--- src/rtl/frontend_macros.svh ---
`ifndef FRONTEND_MACROS_SVH
`define FRONTEND_MACROS_SVH

// First fetch address out of reset
`define FE_RESET_PC 32'h6000_0000

// Queue entries
// Kept even since a push always writes two
`define FE_QUEUE_DEPTH 8

// Credit counter width
// Must hold FE_QUEUE_DEPTH itself
`define FE_CREDIT_W 4

// One queue entry
// funct3 3, imm 32, rs2 5, rs1 5, rd 5, op 4, inst 32, pc 32
`define FE_ENTRY_W 118

`endif

--- src/rtl/frontend_pkg.sv ---
package frontend_pkg;

    // Decoded instruction class
    // Travels with every queue entry toward issue
    typedef enum logic [3:0] {
        OP_LUI     = 4'd0,
        OP_AUIPC   = 4'd1,
        OP_JAL     = 4'd2,
        OP_JALR    = 4'd3,
        OP_BRANCH  = 4'd4,
        OP_LOAD    = 4'd5,
        OP_STORE   = 4'd6,
        OP_IMM     = 4'd7,
        OP_REG     = 4'd8,
        OP_FENCE   = 4'd9,
        OP_SYSTEM  = 4'd10,
        // Any major opcode outside RV32I
        OP_ILLEGAL = 4'd11
    } opcode_t;

    // Fetch FSM states
    typedef enum logic [1:0] {
        // Leaving reset, nothing requested yet
        FS_IDLE = 2'd0,
        // Request open on the instruction port
        FS_WAIT = 2'd1,
        // Pair buffer cannot take another word
        FS_HOLD = 2'd2
    } fetch_state_t;

    // RV32I major opcodes in inst[6:0]
    typedef enum logic [6:0] {
        MAJ_LUI    = 7'b0110111,
        MAJ_AUIPC  = 7'b0010111,
        MAJ_JAL    = 7'b1101111,
        MAJ_JALR   = 7'b1100111,
        MAJ_BRANCH = 7'b1100011,
        MAJ_LOAD   = 7'b0000011,
        MAJ_STORE  = 7'b0100011,
        MAJ_IMM    = 7'b0010011,
        MAJ_REG    = 7'b0110011,
        MAJ_FENCE  = 7'b0001111,
        MAJ_SYSTEM = 7'b1110011
    } major_t;

endpackage

--- src/rtl/decode_lane.sv ---
`timescale 1ns/1ps

module decode_lane (
    input  logic                  clk,
    input  logic                  rst,
    input  logic                  in_valid,
    input  logic [31:0]           in_pc,
    input  logic [31:0]           in_inst,
    output logic                  dec_valid,
    output logic [31:0]           dec_pc,
    output logic [31:0]           dec_inst,
    output frontend_pkg::opcode_t dec_op,
    output logic [4:0]            dec_rd,
    output logic [4:0]            dec_rs1,
    output logic [4:0]            dec_rs2,
    output logic [2:0]            dec_funct3,
    output logic [31:0]           dec_imm
);

    frontend_pkg::major_t  major;
    frontend_pkg::opcode_t op;
    logic [31:0] imm;
    logic [4:0]  rd;
    logic [4:0]  rs1;
    logic [4:0]  rs2;

    assign major = frontend_pkg::major_t'(in_inst[6:0]);

    // Instruction class from the major opcode
    always_comb begin
        case (major)
            frontend_pkg::MAJ_LUI:    op = frontend_pkg::OP_LUI;
            frontend_pkg::MAJ_AUIPC:  op = frontend_pkg::OP_AUIPC;
            frontend_pkg::MAJ_JAL:    op = frontend_pkg::OP_JAL;
            frontend_pkg::MAJ_JALR:   op = frontend_pkg::OP_JALR;
            frontend_pkg::MAJ_BRANCH: op = frontend_pkg::OP_BRANCH;
            frontend_pkg::MAJ_LOAD:   op = frontend_pkg::OP_LOAD;
            frontend_pkg::MAJ_STORE:  op = frontend_pkg::OP_STORE;
            frontend_pkg::MAJ_IMM:    op = frontend_pkg::OP_IMM;
            frontend_pkg::MAJ_REG:    op = frontend_pkg::OP_REG;
            frontend_pkg::MAJ_FENCE:  op = frontend_pkg::OP_FENCE;
            frontend_pkg::MAJ_SYSTEM: op = frontend_pkg::OP_SYSTEM;
            default:                  op = frontend_pkg::OP_ILLEGAL;
        endcase
    end

    // Immediate format per class
    // Register ops and illegal words carry zero
    always_comb begin
        unique case (op)
            frontend_pkg::OP_LUI, frontend_pkg::OP_AUIPC:
                imm = {in_inst[31:12], 12'b0};
            frontend_pkg::OP_JAL:
                imm = {{11{in_inst[31]}}, in_inst[31], in_inst[19:12], in_inst[20],
                       in_inst[30:21], 1'b0};
            frontend_pkg::OP_BRANCH:
                imm = {{19{in_inst[31]}}, in_inst[31], in_inst[7], in_inst[30:25],
                       in_inst[11:8], 1'b0};
            frontend_pkg::OP_STORE:
                imm = {{20{in_inst[31]}}, in_inst[31:25], in_inst[11:7]};
            frontend_pkg::OP_JALR, frontend_pkg::OP_LOAD, frontend_pkg::OP_IMM,
            frontend_pkg::OP_FENCE, frontend_pkg::OP_SYSTEM:
                imm = {{20{in_inst[31]}}, in_inst[31:20]};
            default:
                imm = 32'b0;
        endcase
    end

    // No destination for branch, store and fence
    assign rd = (op == frontend_pkg::OP_BRANCH || op == frontend_pkg::OP_STORE ||
                 op == frontend_pkg::OP_FENCE) ? 5'd0 : in_inst[11:7];
    // U and J formats have no rs1 field
    assign rs1 = (op == frontend_pkg::OP_LUI || op == frontend_pkg::OP_AUIPC ||
                  op == frontend_pkg::OP_JAL) ? 5'd0 : in_inst[19:15];
    // rs2 only for branch, store and register ops
    assign rs2 = (op == frontend_pkg::OP_BRANCH || op == frontend_pkg::OP_STORE ||
                  op == frontend_pkg::OP_REG) ? in_inst[24:20] : 5'd0;

    always_ff @(posedge clk) begin
        if (rst) begin
            dec_valid <= 1'b0;
        end else begin
            dec_valid <= in_valid;
        end
    end

    // Fields captured with the pair, one cycle after pair_valid
    always_ff @(posedge clk) begin
        if (in_valid) begin
            dec_pc     <= in_pc;
            dec_inst   <= in_inst;
            dec_op     <= op;
            dec_rd     <= rd;
            dec_rs1    <= rs1;
            dec_rs2    <= rs2;
            dec_funct3 <= in_inst[14:12];
            dec_imm    <= imm;
        end
    end

endmodule

--- src/rtl/fetch_unit.sv ---
`timescale 1ns/1ps
`include "frontend_macros.svh"

module fetch_unit (
    input  logic        clk,
    input  logic        rst,
    output logic [31:0] imem_addr,
    output logic [3:0]  imem_rmask,
    input  logic [31:0] imem_rdata,
    input  logic        imem_resp,
    input  logic        pair_ready,
    output logic        fetch_valid,
    output logic [31:0] fetch_pc,
    output logic [31:0] fetch_inst
);

    frontend_pkg::fetch_state_t state;
    frontend_pkg::fetch_state_t state_next;
    logic [31:0] pc;
    logic        resp_hit;

    // Response only counts while a request is open
    assign resp_hit = (state == frontend_pkg::FS_WAIT) && imem_resp;

    always_comb begin
        state_next = state;
        unique case (state)
            frontend_pkg::FS_IDLE: begin
                state_next = pair_ready ? frontend_pkg::FS_WAIT : frontend_pkg::FS_HOLD;
            end
            frontend_pkg::FS_WAIT: begin
                // Back to back request if the buffer still has room
                if (imem_resp) begin
                    state_next = pair_ready ? frontend_pkg::FS_WAIT : frontend_pkg::FS_HOLD;
                end
            end
            frontend_pkg::FS_HOLD: begin
                if (pair_ready) begin
                    state_next = frontend_pkg::FS_WAIT;
                end
            end
            default: state_next = frontend_pkg::FS_IDLE;
        endcase
    end

    always_ff @(posedge clk) begin
        if (rst) begin
            state <= frontend_pkg::FS_IDLE;
            pc    <= `FE_RESET_PC;
        end else begin
            state <= state_next;
            // Next sequential word once this one is delivered
            if (resp_hit) begin
                pc <= pc + 32'd4;
            end
        end
    end

    // Address and mask stay steady until the response
    assign imem_addr  = pc;
    assign imem_rmask = (state == frontend_pkg::FS_WAIT) ? 4'hf : 4'h0;

    // Word goes straight to the pair buffer in the response cycle
    assign fetch_valid = resp_hit;
    assign fetch_pc    = pc;
    assign fetch_inst  = imem_rdata;

endmodule

--- src/rtl/frontend_top.sv ---
`timescale 1ns/1ps

module frontend_top (
    input  logic                  clk,
    input  logic                  rst,
    output logic [31:0]           imem_addr,
    output logic [3:0]            imem_rmask,
    input  logic [31:0]           imem_rdata,
    input  logic                  imem_resp,
    input  logic                  out_pop,
    output logic                  out_valid,
    output logic [31:0]           out_pc,
    output logic [31:0]           out_inst,
    output frontend_pkg::opcode_t out_op,
    output logic [4:0]            out_rd,
    output logic [4:0]            out_rs1,
    output logic [4:0]            out_rs2,
    output logic [2:0]            out_funct3,
    output logic [31:0]           out_imm
);

    logic                  fetch_valid;
    logic [31:0]           fetch_pc;
    logic [31:0]           fetch_inst;
    logic                  pair_ready;
    logic                  pair_valid;
    logic [31:0]           pair_pc [2];
    logic [31:0]           pair_inst [2];
    logic                  credit_ret;
    // Lanes run in lockstep, lane 0 valid stands for both
    logic                  dec_valid [2];
    logic [31:0]           dec_pc [2];
    logic [31:0]           dec_inst [2];
    frontend_pkg::opcode_t dec_op [2];
    logic [4:0]            dec_rd [2];
    logic [4:0]            dec_rs1 [2];
    logic [4:0]            dec_rs2 [2];
    logic [2:0]            dec_funct3 [2];
    logic [31:0]           dec_imm [2];

    fetch_unit fetch_unit_i (
        .clk(clk), .rst(rst),
        .imem_addr(imem_addr), .imem_rmask(imem_rmask),
        .imem_rdata(imem_rdata), .imem_resp(imem_resp),
        .pair_ready(pair_ready), .fetch_valid(fetch_valid),
        .fetch_pc(fetch_pc), .fetch_inst(fetch_inst)
    );

    pair_buffer pair_buffer_i (
        .clk(clk), .rst(rst),
        .fetch_valid(fetch_valid), .fetch_pc(fetch_pc), .fetch_inst(fetch_inst),
        .credit_ret(credit_ret), .pair_ready(pair_ready), .pair_valid(pair_valid),
        .pair_pc(pair_pc), .pair_inst(pair_inst)
    );

    // One lane per pair slot
    for (genvar g = 0; g < 2; g++) begin : g_lane
        decode_lane decode_lane_i (
            .clk(clk), .rst(rst),
            .in_valid(pair_valid), .in_pc(pair_pc[g]), .in_inst(pair_inst[g]),
            .dec_valid(dec_valid[g]), .dec_pc(dec_pc[g]), .dec_inst(dec_inst[g]),
            .dec_op(dec_op[g]), .dec_rd(dec_rd[g]), .dec_rs1(dec_rs1[g]),
            .dec_rs2(dec_rs2[g]), .dec_funct3(dec_funct3[g]), .dec_imm(dec_imm[g])
        );
    end

    inst_queue inst_queue_i (
        .clk(clk), .rst(rst), .push(dec_valid[0]),
        .in_pc(dec_pc), .in_inst(dec_inst), .in_op(dec_op), .in_rd(dec_rd),
        .in_rs1(dec_rs1), .in_rs2(dec_rs2), .in_funct3(dec_funct3), .in_imm(dec_imm),
        .out_pop(out_pop), .out_valid(out_valid), .out_pc(out_pc), .out_inst(out_inst),
        .out_op(out_op), .out_rd(out_rd), .out_rs1(out_rs1), .out_rs2(out_rs2),
        .out_funct3(out_funct3), .out_imm(out_imm), .credit_ret(credit_ret)
    );

endmodule

--- src/rtl/inst_queue.sv ---
`timescale 1ns/1ps
`include "frontend_macros.svh"

module inst_queue (
    input  logic                  clk,
    input  logic                  rst,
    input  logic                  push,
    input  logic [31:0]           in_pc [2],
    input  logic [31:0]           in_inst [2],
    input  frontend_pkg::opcode_t in_op [2],
    input  logic [4:0]            in_rd [2],
    input  logic [4:0]            in_rs1 [2],
    input  logic [4:0]            in_rs2 [2],
    input  logic [2:0]            in_funct3 [2],
    input  logic [31:0]           in_imm [2],
    input  logic                  out_pop,
    output logic                  out_valid,
    output logic [31:0]           out_pc,
    output logic [31:0]           out_inst,
    output frontend_pkg::opcode_t out_op,
    output logic [4:0]            out_rd,
    output logic [4:0]            out_rs1,
    output logic [4:0]            out_rs2,
    output logic [2:0]            out_funct3,
    output logic [31:0]           out_imm,
    output logic                  credit_ret
);

    localparam int PTR_W = $clog2(`FE_QUEUE_DEPTH);

    logic [`FE_ENTRY_W-1:0]  mem [`FE_QUEUE_DEPTH];
    logic [`FE_ENTRY_W-1:0]  entry_in [2];
    logic [`FE_ENTRY_W-1:0]  head_entry;
    logic [PTR_W-1:0]        head;
    logic [PTR_W-1:0]        tail;
    logic [PTR_W-1:0]        tail_second;
    logic [PTR_W-1:0]        tail_next;
    logic [`FE_CREDIT_W-1:0] count;
    logic [`FE_CREDIT_W-1:0] count_next;
    logic                    pop_ok;

    // Wrapping increment, depth need not be a power of two
    function automatic logic [PTR_W-1:0] ptr_inc(input logic [PTR_W-1:0] ptr);
        return (ptr == PTR_W'(`FE_QUEUE_DEPTH - 1)) ? '0 : ptr + PTR_W'(1);
    endfunction

    assign tail_second = ptr_inc(tail);
    assign tail_next   = ptr_inc(tail_second);
    assign out_valid   = (count != '0);
    assign pop_ok      = out_pop && out_valid;

    // Pack each lane, lane 0 is the older instruction
    always_comb begin
        for (int i = 0; i < 2; i++) begin
            entry_in[i] = {in_funct3[i], in_imm[i], in_rs2[i], in_rs1[i], in_rd[i],
                           in_op[i], in_inst[i], in_pc[i]};
        end
    end

    always_comb begin
        count_next = count;
        if (push) begin
            count_next = count_next + `FE_CREDIT_W'(2);
        end
        if (pop_ok) begin
            count_next = count_next - `FE_CREDIT_W'(1);
        end
    end

    always_ff @(posedge clk) begin
        if (rst) begin
            head       <= '0;
            tail       <= '0;
            count      <= '0;
            credit_ret <= 1'b0;
        end else begin
            count      <= count_next;
            // Freed entry goes back to the pair buffer next cycle
            credit_ret <= pop_ok;
            if (push) begin
                tail <= tail_next;
            end
            if (pop_ok) begin
                head <= ptr_inc(head);
            end
        end
    end

    // Space was reserved by credits, no full check here
    always_ff @(posedge clk) begin
        if (push) begin
            mem[tail]        <= entry_in[0];
            mem[tail_second] <= entry_in[1];
        end
    end

    assign head_entry = mem[head];
    assign {out_funct3, out_imm, out_rs2, out_rs1, out_rd} = head_entry[`FE_ENTRY_W-1:68];
    assign out_op   = frontend_pkg::opcode_t'(head_entry[67:64]);
    assign out_inst = head_entry[63:32];
    assign out_pc   = head_entry[31:0];

endmodule

--- src/rtl/pair_buffer.sv ---
`timescale 1ns/1ps
`include "frontend_macros.svh"

module pair_buffer (
    input  logic        clk,
    input  logic        rst,
    input  logic        fetch_valid,
    input  logic [31:0] fetch_pc,
    input  logic [31:0] fetch_inst,
    input  logic        credit_ret,
    output logic        pair_ready,
    output logic        pair_valid,
    output logic [31:0] pair_pc [2],
    output logic [31:0] pair_inst [2]
);

    // Occupied slots, 0 to 2
    logic [1:0] occ;
    logic [1:0] occ_base;
    logic [1:0] occ_next;
    logic [`FE_CREDIT_W-1:0] credits;
    logic [`FE_CREDIT_W-1:0] credits_next;

    // Full pair leaves only with two queue entries reserved
    assign pair_valid = (occ == 2'd2) && (credits >= `FE_CREDIT_W'(2));

    // Slot count seen by an arriving word
    assign occ_base = pair_valid ? 2'd0 : occ;
    assign occ_next = occ_base + {1'b0, fetch_valid};

    // A new request needs a free slot for its word
    // A full pair that is sure to leave next cycle frees slot 0 in time
    assign pair_ready = (occ_next < 2'd2) || (credits_next >= `FE_CREDIT_W'(2));

    always_comb begin
        credits_next = credits;
        if (pair_valid) begin
            credits_next = credits_next - `FE_CREDIT_W'(2);
        end
        // One entry freed per pop in the queue
        if (credit_ret) begin
            credits_next = credits_next + `FE_CREDIT_W'(1);
        end
    end

    always_ff @(posedge clk) begin
        if (rst) begin
            occ     <= 2'd0;
            credits <= `FE_CREDIT_W'(`FE_QUEUE_DEPTH);
        end else begin
            occ     <= occ_next;
            credits <= credits_next;
        end
    end

    // Slot 0 takes the older word, slot 1 the younger
    always_ff @(posedge clk) begin
        if (fetch_valid) begin
            pair_pc[occ_base[0]]   <= fetch_pc;
            pair_inst[occ_base[0]] <= fetch_inst;
        end
    end

endmodule

--- config.mk ---
export PLATFORM = sky130hd
export DESIGN_NAME = frontend_top
export DESIGN_NICKNAME = d
export VERILOG_FILES = /design/src/rtl/frontend_pkg.sv /design/src/rtl/decode_lane.sv /design/src/rtl/fetch_unit.sv /design/src/rtl/frontend_top.sv /design/src/rtl/inst_queue.sv /design/src/rtl/pair_buffer.sv
export VERILOG_INCLUDE_DIRS = /design/src /design/src/rtl
export SDC_FILE = /design/constraint.sdc
export NUM_CORES = 1
export LEC_CHECK = 0
export ABC_CLOCK_PERIOD_IN_PS = 9900
export BUFFER_PORTS_ARGS = -buffer_cell sky130_fd_sc_hd__buf_2
export CAP_MARGIN = 5
export CORE_ASPECT_RATIO = 1.2
export CORE_MARGIN = 10
export CORE_UTILIZATION = 40
export CTS_BUF_LIST = sky130_fd_sc_hd__clkbuf_4
export CTS_CLUSTER_SIZE = 12
export DETAILED_ROUTE_END_ITERATION = 12
export PLACE_DENSITY = 0.55
export SLEW_MARGIN = 20
export SYNTH_ARGS = -nofsm -noshare
export SYNTH_HDL_FRONTEND = slang
export SYNTH_SLANG_ARGS = --single-unit
--- constraint.sdc ---
create_clock -name clk -period 9.9 [get_ports clk]
set_input_delay 0.495 -clock clk [delete_from_list [all_inputs] [get_ports clk]]
set_output_delay 0.495 -clock clk [all_outputs]
set_load 0.05 [all_outputs]
==> out/metrics.yaml <==
status:
  run_status: "finished clean"
yosys:
  yosysUniqueCellTypes: 63
  synth.area.top_cells: "edfxtp_1 (63%), mux2_2 (18%), mux4_2 (8.6%)"
  yosys.area.top_type_share_pct: 63.3
  synth_edf_count: 1254
  synth_area_um2: 59500
  synthCells: 3239
  ys_seq_area_share_pct: 65.1
  ys.flop_type: "edfxtp_1"
  ys_warn_count: 0
  async_flop_share_pct: 0
  syn_area_per_cell_um2: 18.4
  ys_seq_elements: 1307
  yosys.area.top_type: "edfxtp_1"
layout:
  nFillCells: 12800
  area_growth_pct: 13.0
  final_common_cell: "edfxtp_1"
  fin_util_pct: 45.6
  drive_gt1_share_pct: 51.9
  nets: 3738
  final_cell_mix: "edfxtp_1 (1254), mux2_2 (961), clkbuf_4 (490)"
timing:
  hold_viol: 0
  period_needed_ns: 5.67
  max_freq_mhz: 176
  tightest_slew_ns: 1.17
  grt_setup_unrepaired: "no"
  slew_headroom_pct: 22.1
  fin_tns_setup_ns: 0
  slew_violations: 0
  setup_viol: 0
  fin_crit_sh_pct: 57.3
  clock_skew_ns: 0.0679
critical_path:
  crit_top_cell: "buf_4"
  timing.reg2reg.setup_slack_ns: 5.54
  r2r-start: "inst_queue_i.tail[0]$_SDFFE_PP0P_"
  rr_worst_depth: 6
  reg2reg_to: "inst_queue_i.mem[7][70]$_DFFE_PP_"
  worstPathArrival_ns: 5.18
  crit_buf_inv: 3
  worst_path_max_delay_cell: "dfxtp_4"
  path_cells: "buf_4 > buf_4 > mux4_2 > mux2_2 > buf_2"
  critPathMaxFanout: 40
  crit_family: "buffers and inverters"
  path_class: "flop to primary output"
  setup.worst_path.end_class: "primary output"
  cp-start-kind: "flop"
  critPathMaxStageDelay_ns: 0.92
  required_ns: 9.41
clocking:
  clock_latency_ns: 1.31
  cts_tree: "yes"
  clockBufferDepth: 4
  post_cts_buffers: 0
  post_cts_resized: 0
  cts.sinks: 1307
  ctsHoldBuffers: 66
  htree_levels: 5
  cts-root-buf: "clkbuf_4"
  clkTransAtPathRegs_ns: 0.06
  numCtsBuffers: 348
global_route:
  grt_pass1_wl_um: 247000
  track_usage_pct: 20.5
  first_global_vias: 35900
  grt_overflow: 0
  grt_max_degree: 154
  antenna_found_initial: 18
floorplan:
  die_h_um: 442
  rows: 154
  die_w_um: 372
  fp.dieArea_um2: 165000
  ios: 191
  coreArea_um2: 147000
  initial_core_util_pct: 40.4
placed_design:
  place_congestion: 0.802
  io_buffers: 186
  hpwl_um: 92200
route:
  antenna_left: 0
  firstDrtPassIters: 5
  wl_per_cell_um: 29.2
  drc: 0
  drt-initial-drc-count: 2831
  vias: 33000
  routed_wirelength_um: 171000
  vias_per_cell: 5.64
hold_path:
  hold_class: "input pin to flop"
  hold_start: "imem_rdata[26]"
  min_to: "pair_buffer_i.pair_inst[58]$_DFFE_PP_"
  hold_path_depth: 2
flow_run:
  max_cap_viol_count: 0
pwr:
  power.leakage_nw: 22.3
  vdd.ir_drop.worst_uv: 107
  powerDensity_nw_per_um2: 190
## worst max-delay path by stage
stage	slack, ns	from	cells past startpoint	endpoint
floorplan	3.01	pair_buffer_i.occ[0]$_SDFF_PP0_	2	g_lane[0].decode_lane_i.dec_funct3[0]$_DFFE_PP_
global placement	5.47	flop	5	out_imm[27]
detailed placement	5.40	flop	5	out_imm[27]
CTS	3.96	flop	5	out_imm[27]
global route	3.73	flop	5	out_imm[27]
finish	4.23	flop	5	out_imm[27]
## area by class of cell
cell class	instances	area, um^2	area share [%]
diodes	14	35.0	0.0521
clock buffers	490	3680	5.47
clock inverters	65	333	0.495
inverters	16	60.1	0.0894
multi-input cells	1713	19800	29.5
flip-flops and latches	1307	38700	57.6
well taps	1950	2440	3.63
repair buffers	301	2090	3.11
## cells in the mapped netlist, types with 4 or more instances
cell and instances:
a211oi_1 6, a21o_1 40, a21oi_1 34, a22o_1 8, and2_1 35, and3_1 8
buf_1 20, buf_2 94, buf_4 18, buf_6 7, clkbuf_1 67, dfxtp_1 53
edfxtp_1 1254, ha_1 15, inv_1 16, mux2_2 961, mux2_4 59, mux2i_1 5
mux4_2 226, nand2_1 50, nand2b_1 4, nand3_1 24, nand3b_1 4, nand4_1 12
nor2_1 60, nor2b_1 26, nor3_1 17, o21ai_0 25, or2_2 4, or3_1 11
xnor2_1 11, xor2_1 17
## where the power goes
group | switching [W] | leakage, nW | total [W] | internal, W
sequential | 0.000117 | 11.7 | 0.00617 | 0.00605
combinational | 0.00127 | 8.20 | 0.00209 | 0.000818
clock | 0.00218 | 2.42 | 0.00451 | 0.00233
## per-layer routing
metal / GRT usage, % / up-vias / wire (um)
met1: 26.7 / 17300 / 70200
met3: 4.37 / 276 / 11200
met2: 34.0 / 1282 / 84700
li1: - / 14100 / -
met5: 0 / - / 58
met4: 6.73 / 8 / 4950
## registers in the layout, summed over array words and instances (netlist names), named ones only
| name | cells |
|---|---|
| g_lane.decode_lane_i.dec_rs1 | 10 |
| inst_queue_i.head | 3 |
| pair_buffer_i.pair_pc | 60 |
| inst_queue_i.tail | 3 |
| fetch_unit_i.fetch_pc | 30 |
| g_lane.decode_lane_i.dec_inst | 60 |
| g_lane.decode_lane_i.dec_funct3 | 4 |
| g_lane.decode_lane_i.dec_rs2 | 10 |
| inst_queue_i.count | 4 |
| pair_buffer_i.credits | 4 |
| g_lane.decode_lane_i.dec_imm | 64 |
| inst_queue_i.credit_ret | 1 |
| fetch_unit_i.state | 2 |
| g_lane.decode_lane_i.dec_op | 8 |
| inst_queue_i.mem | 904 |
| g_lane.decode_lane_i.dec_valid | 1 |
| g_lane.decode_lane_i.dec_pc | 60 |
| pair_buffer_i.pair_inst | 64 |
| pair_buffer_i.occ | 2 |
| g_lane.decode_lane_i.dec_rd | 10 |
## worst reg2reg max path: stages, from the launching register on
cell and delay, ns:
dfxtp_1 0.44, ha_1 0.27, ha_1 0.53, and3_4 0.84, buf_4 0.90, buf_4 0.70
mux2_2 0.44
## stage by stage
step	instances	worst slack, ns	hold WS [ns]	area [um^2]	power [W]
after global routing	5852	3.73	0.0176	67200	0.0133
after CTS	5840	3.96	0.0148	67100	0.0130
after global placement	5219	5.47	0.403	62400	0.00839
final	5856	4.23	0.135	67200	0.0128
after floorplan	3242	3.01	0.400	59500	0.00783
after detailed placement	5219	5.40	0.405	62400	0.00840
## kinds of logic after synthesis
| logic type | count (synthesis) | share of synthesized area, % |
|---|---|---|
| buf+inv | 222 | 1.80 |
| compound gates | 142 | 1.60 |
| xor+xnor | 28 | 0.412 |
| other cells | 1 | 0.00631 |
| fa+ha+maj | 15 | 0.316 |
| simple gates | 273 | 2.41 |
| flops | 1307 | 65.1 |
| mux | 1251 | 28.3 |
Note: power is estimated with default switching activity, not from simulation.
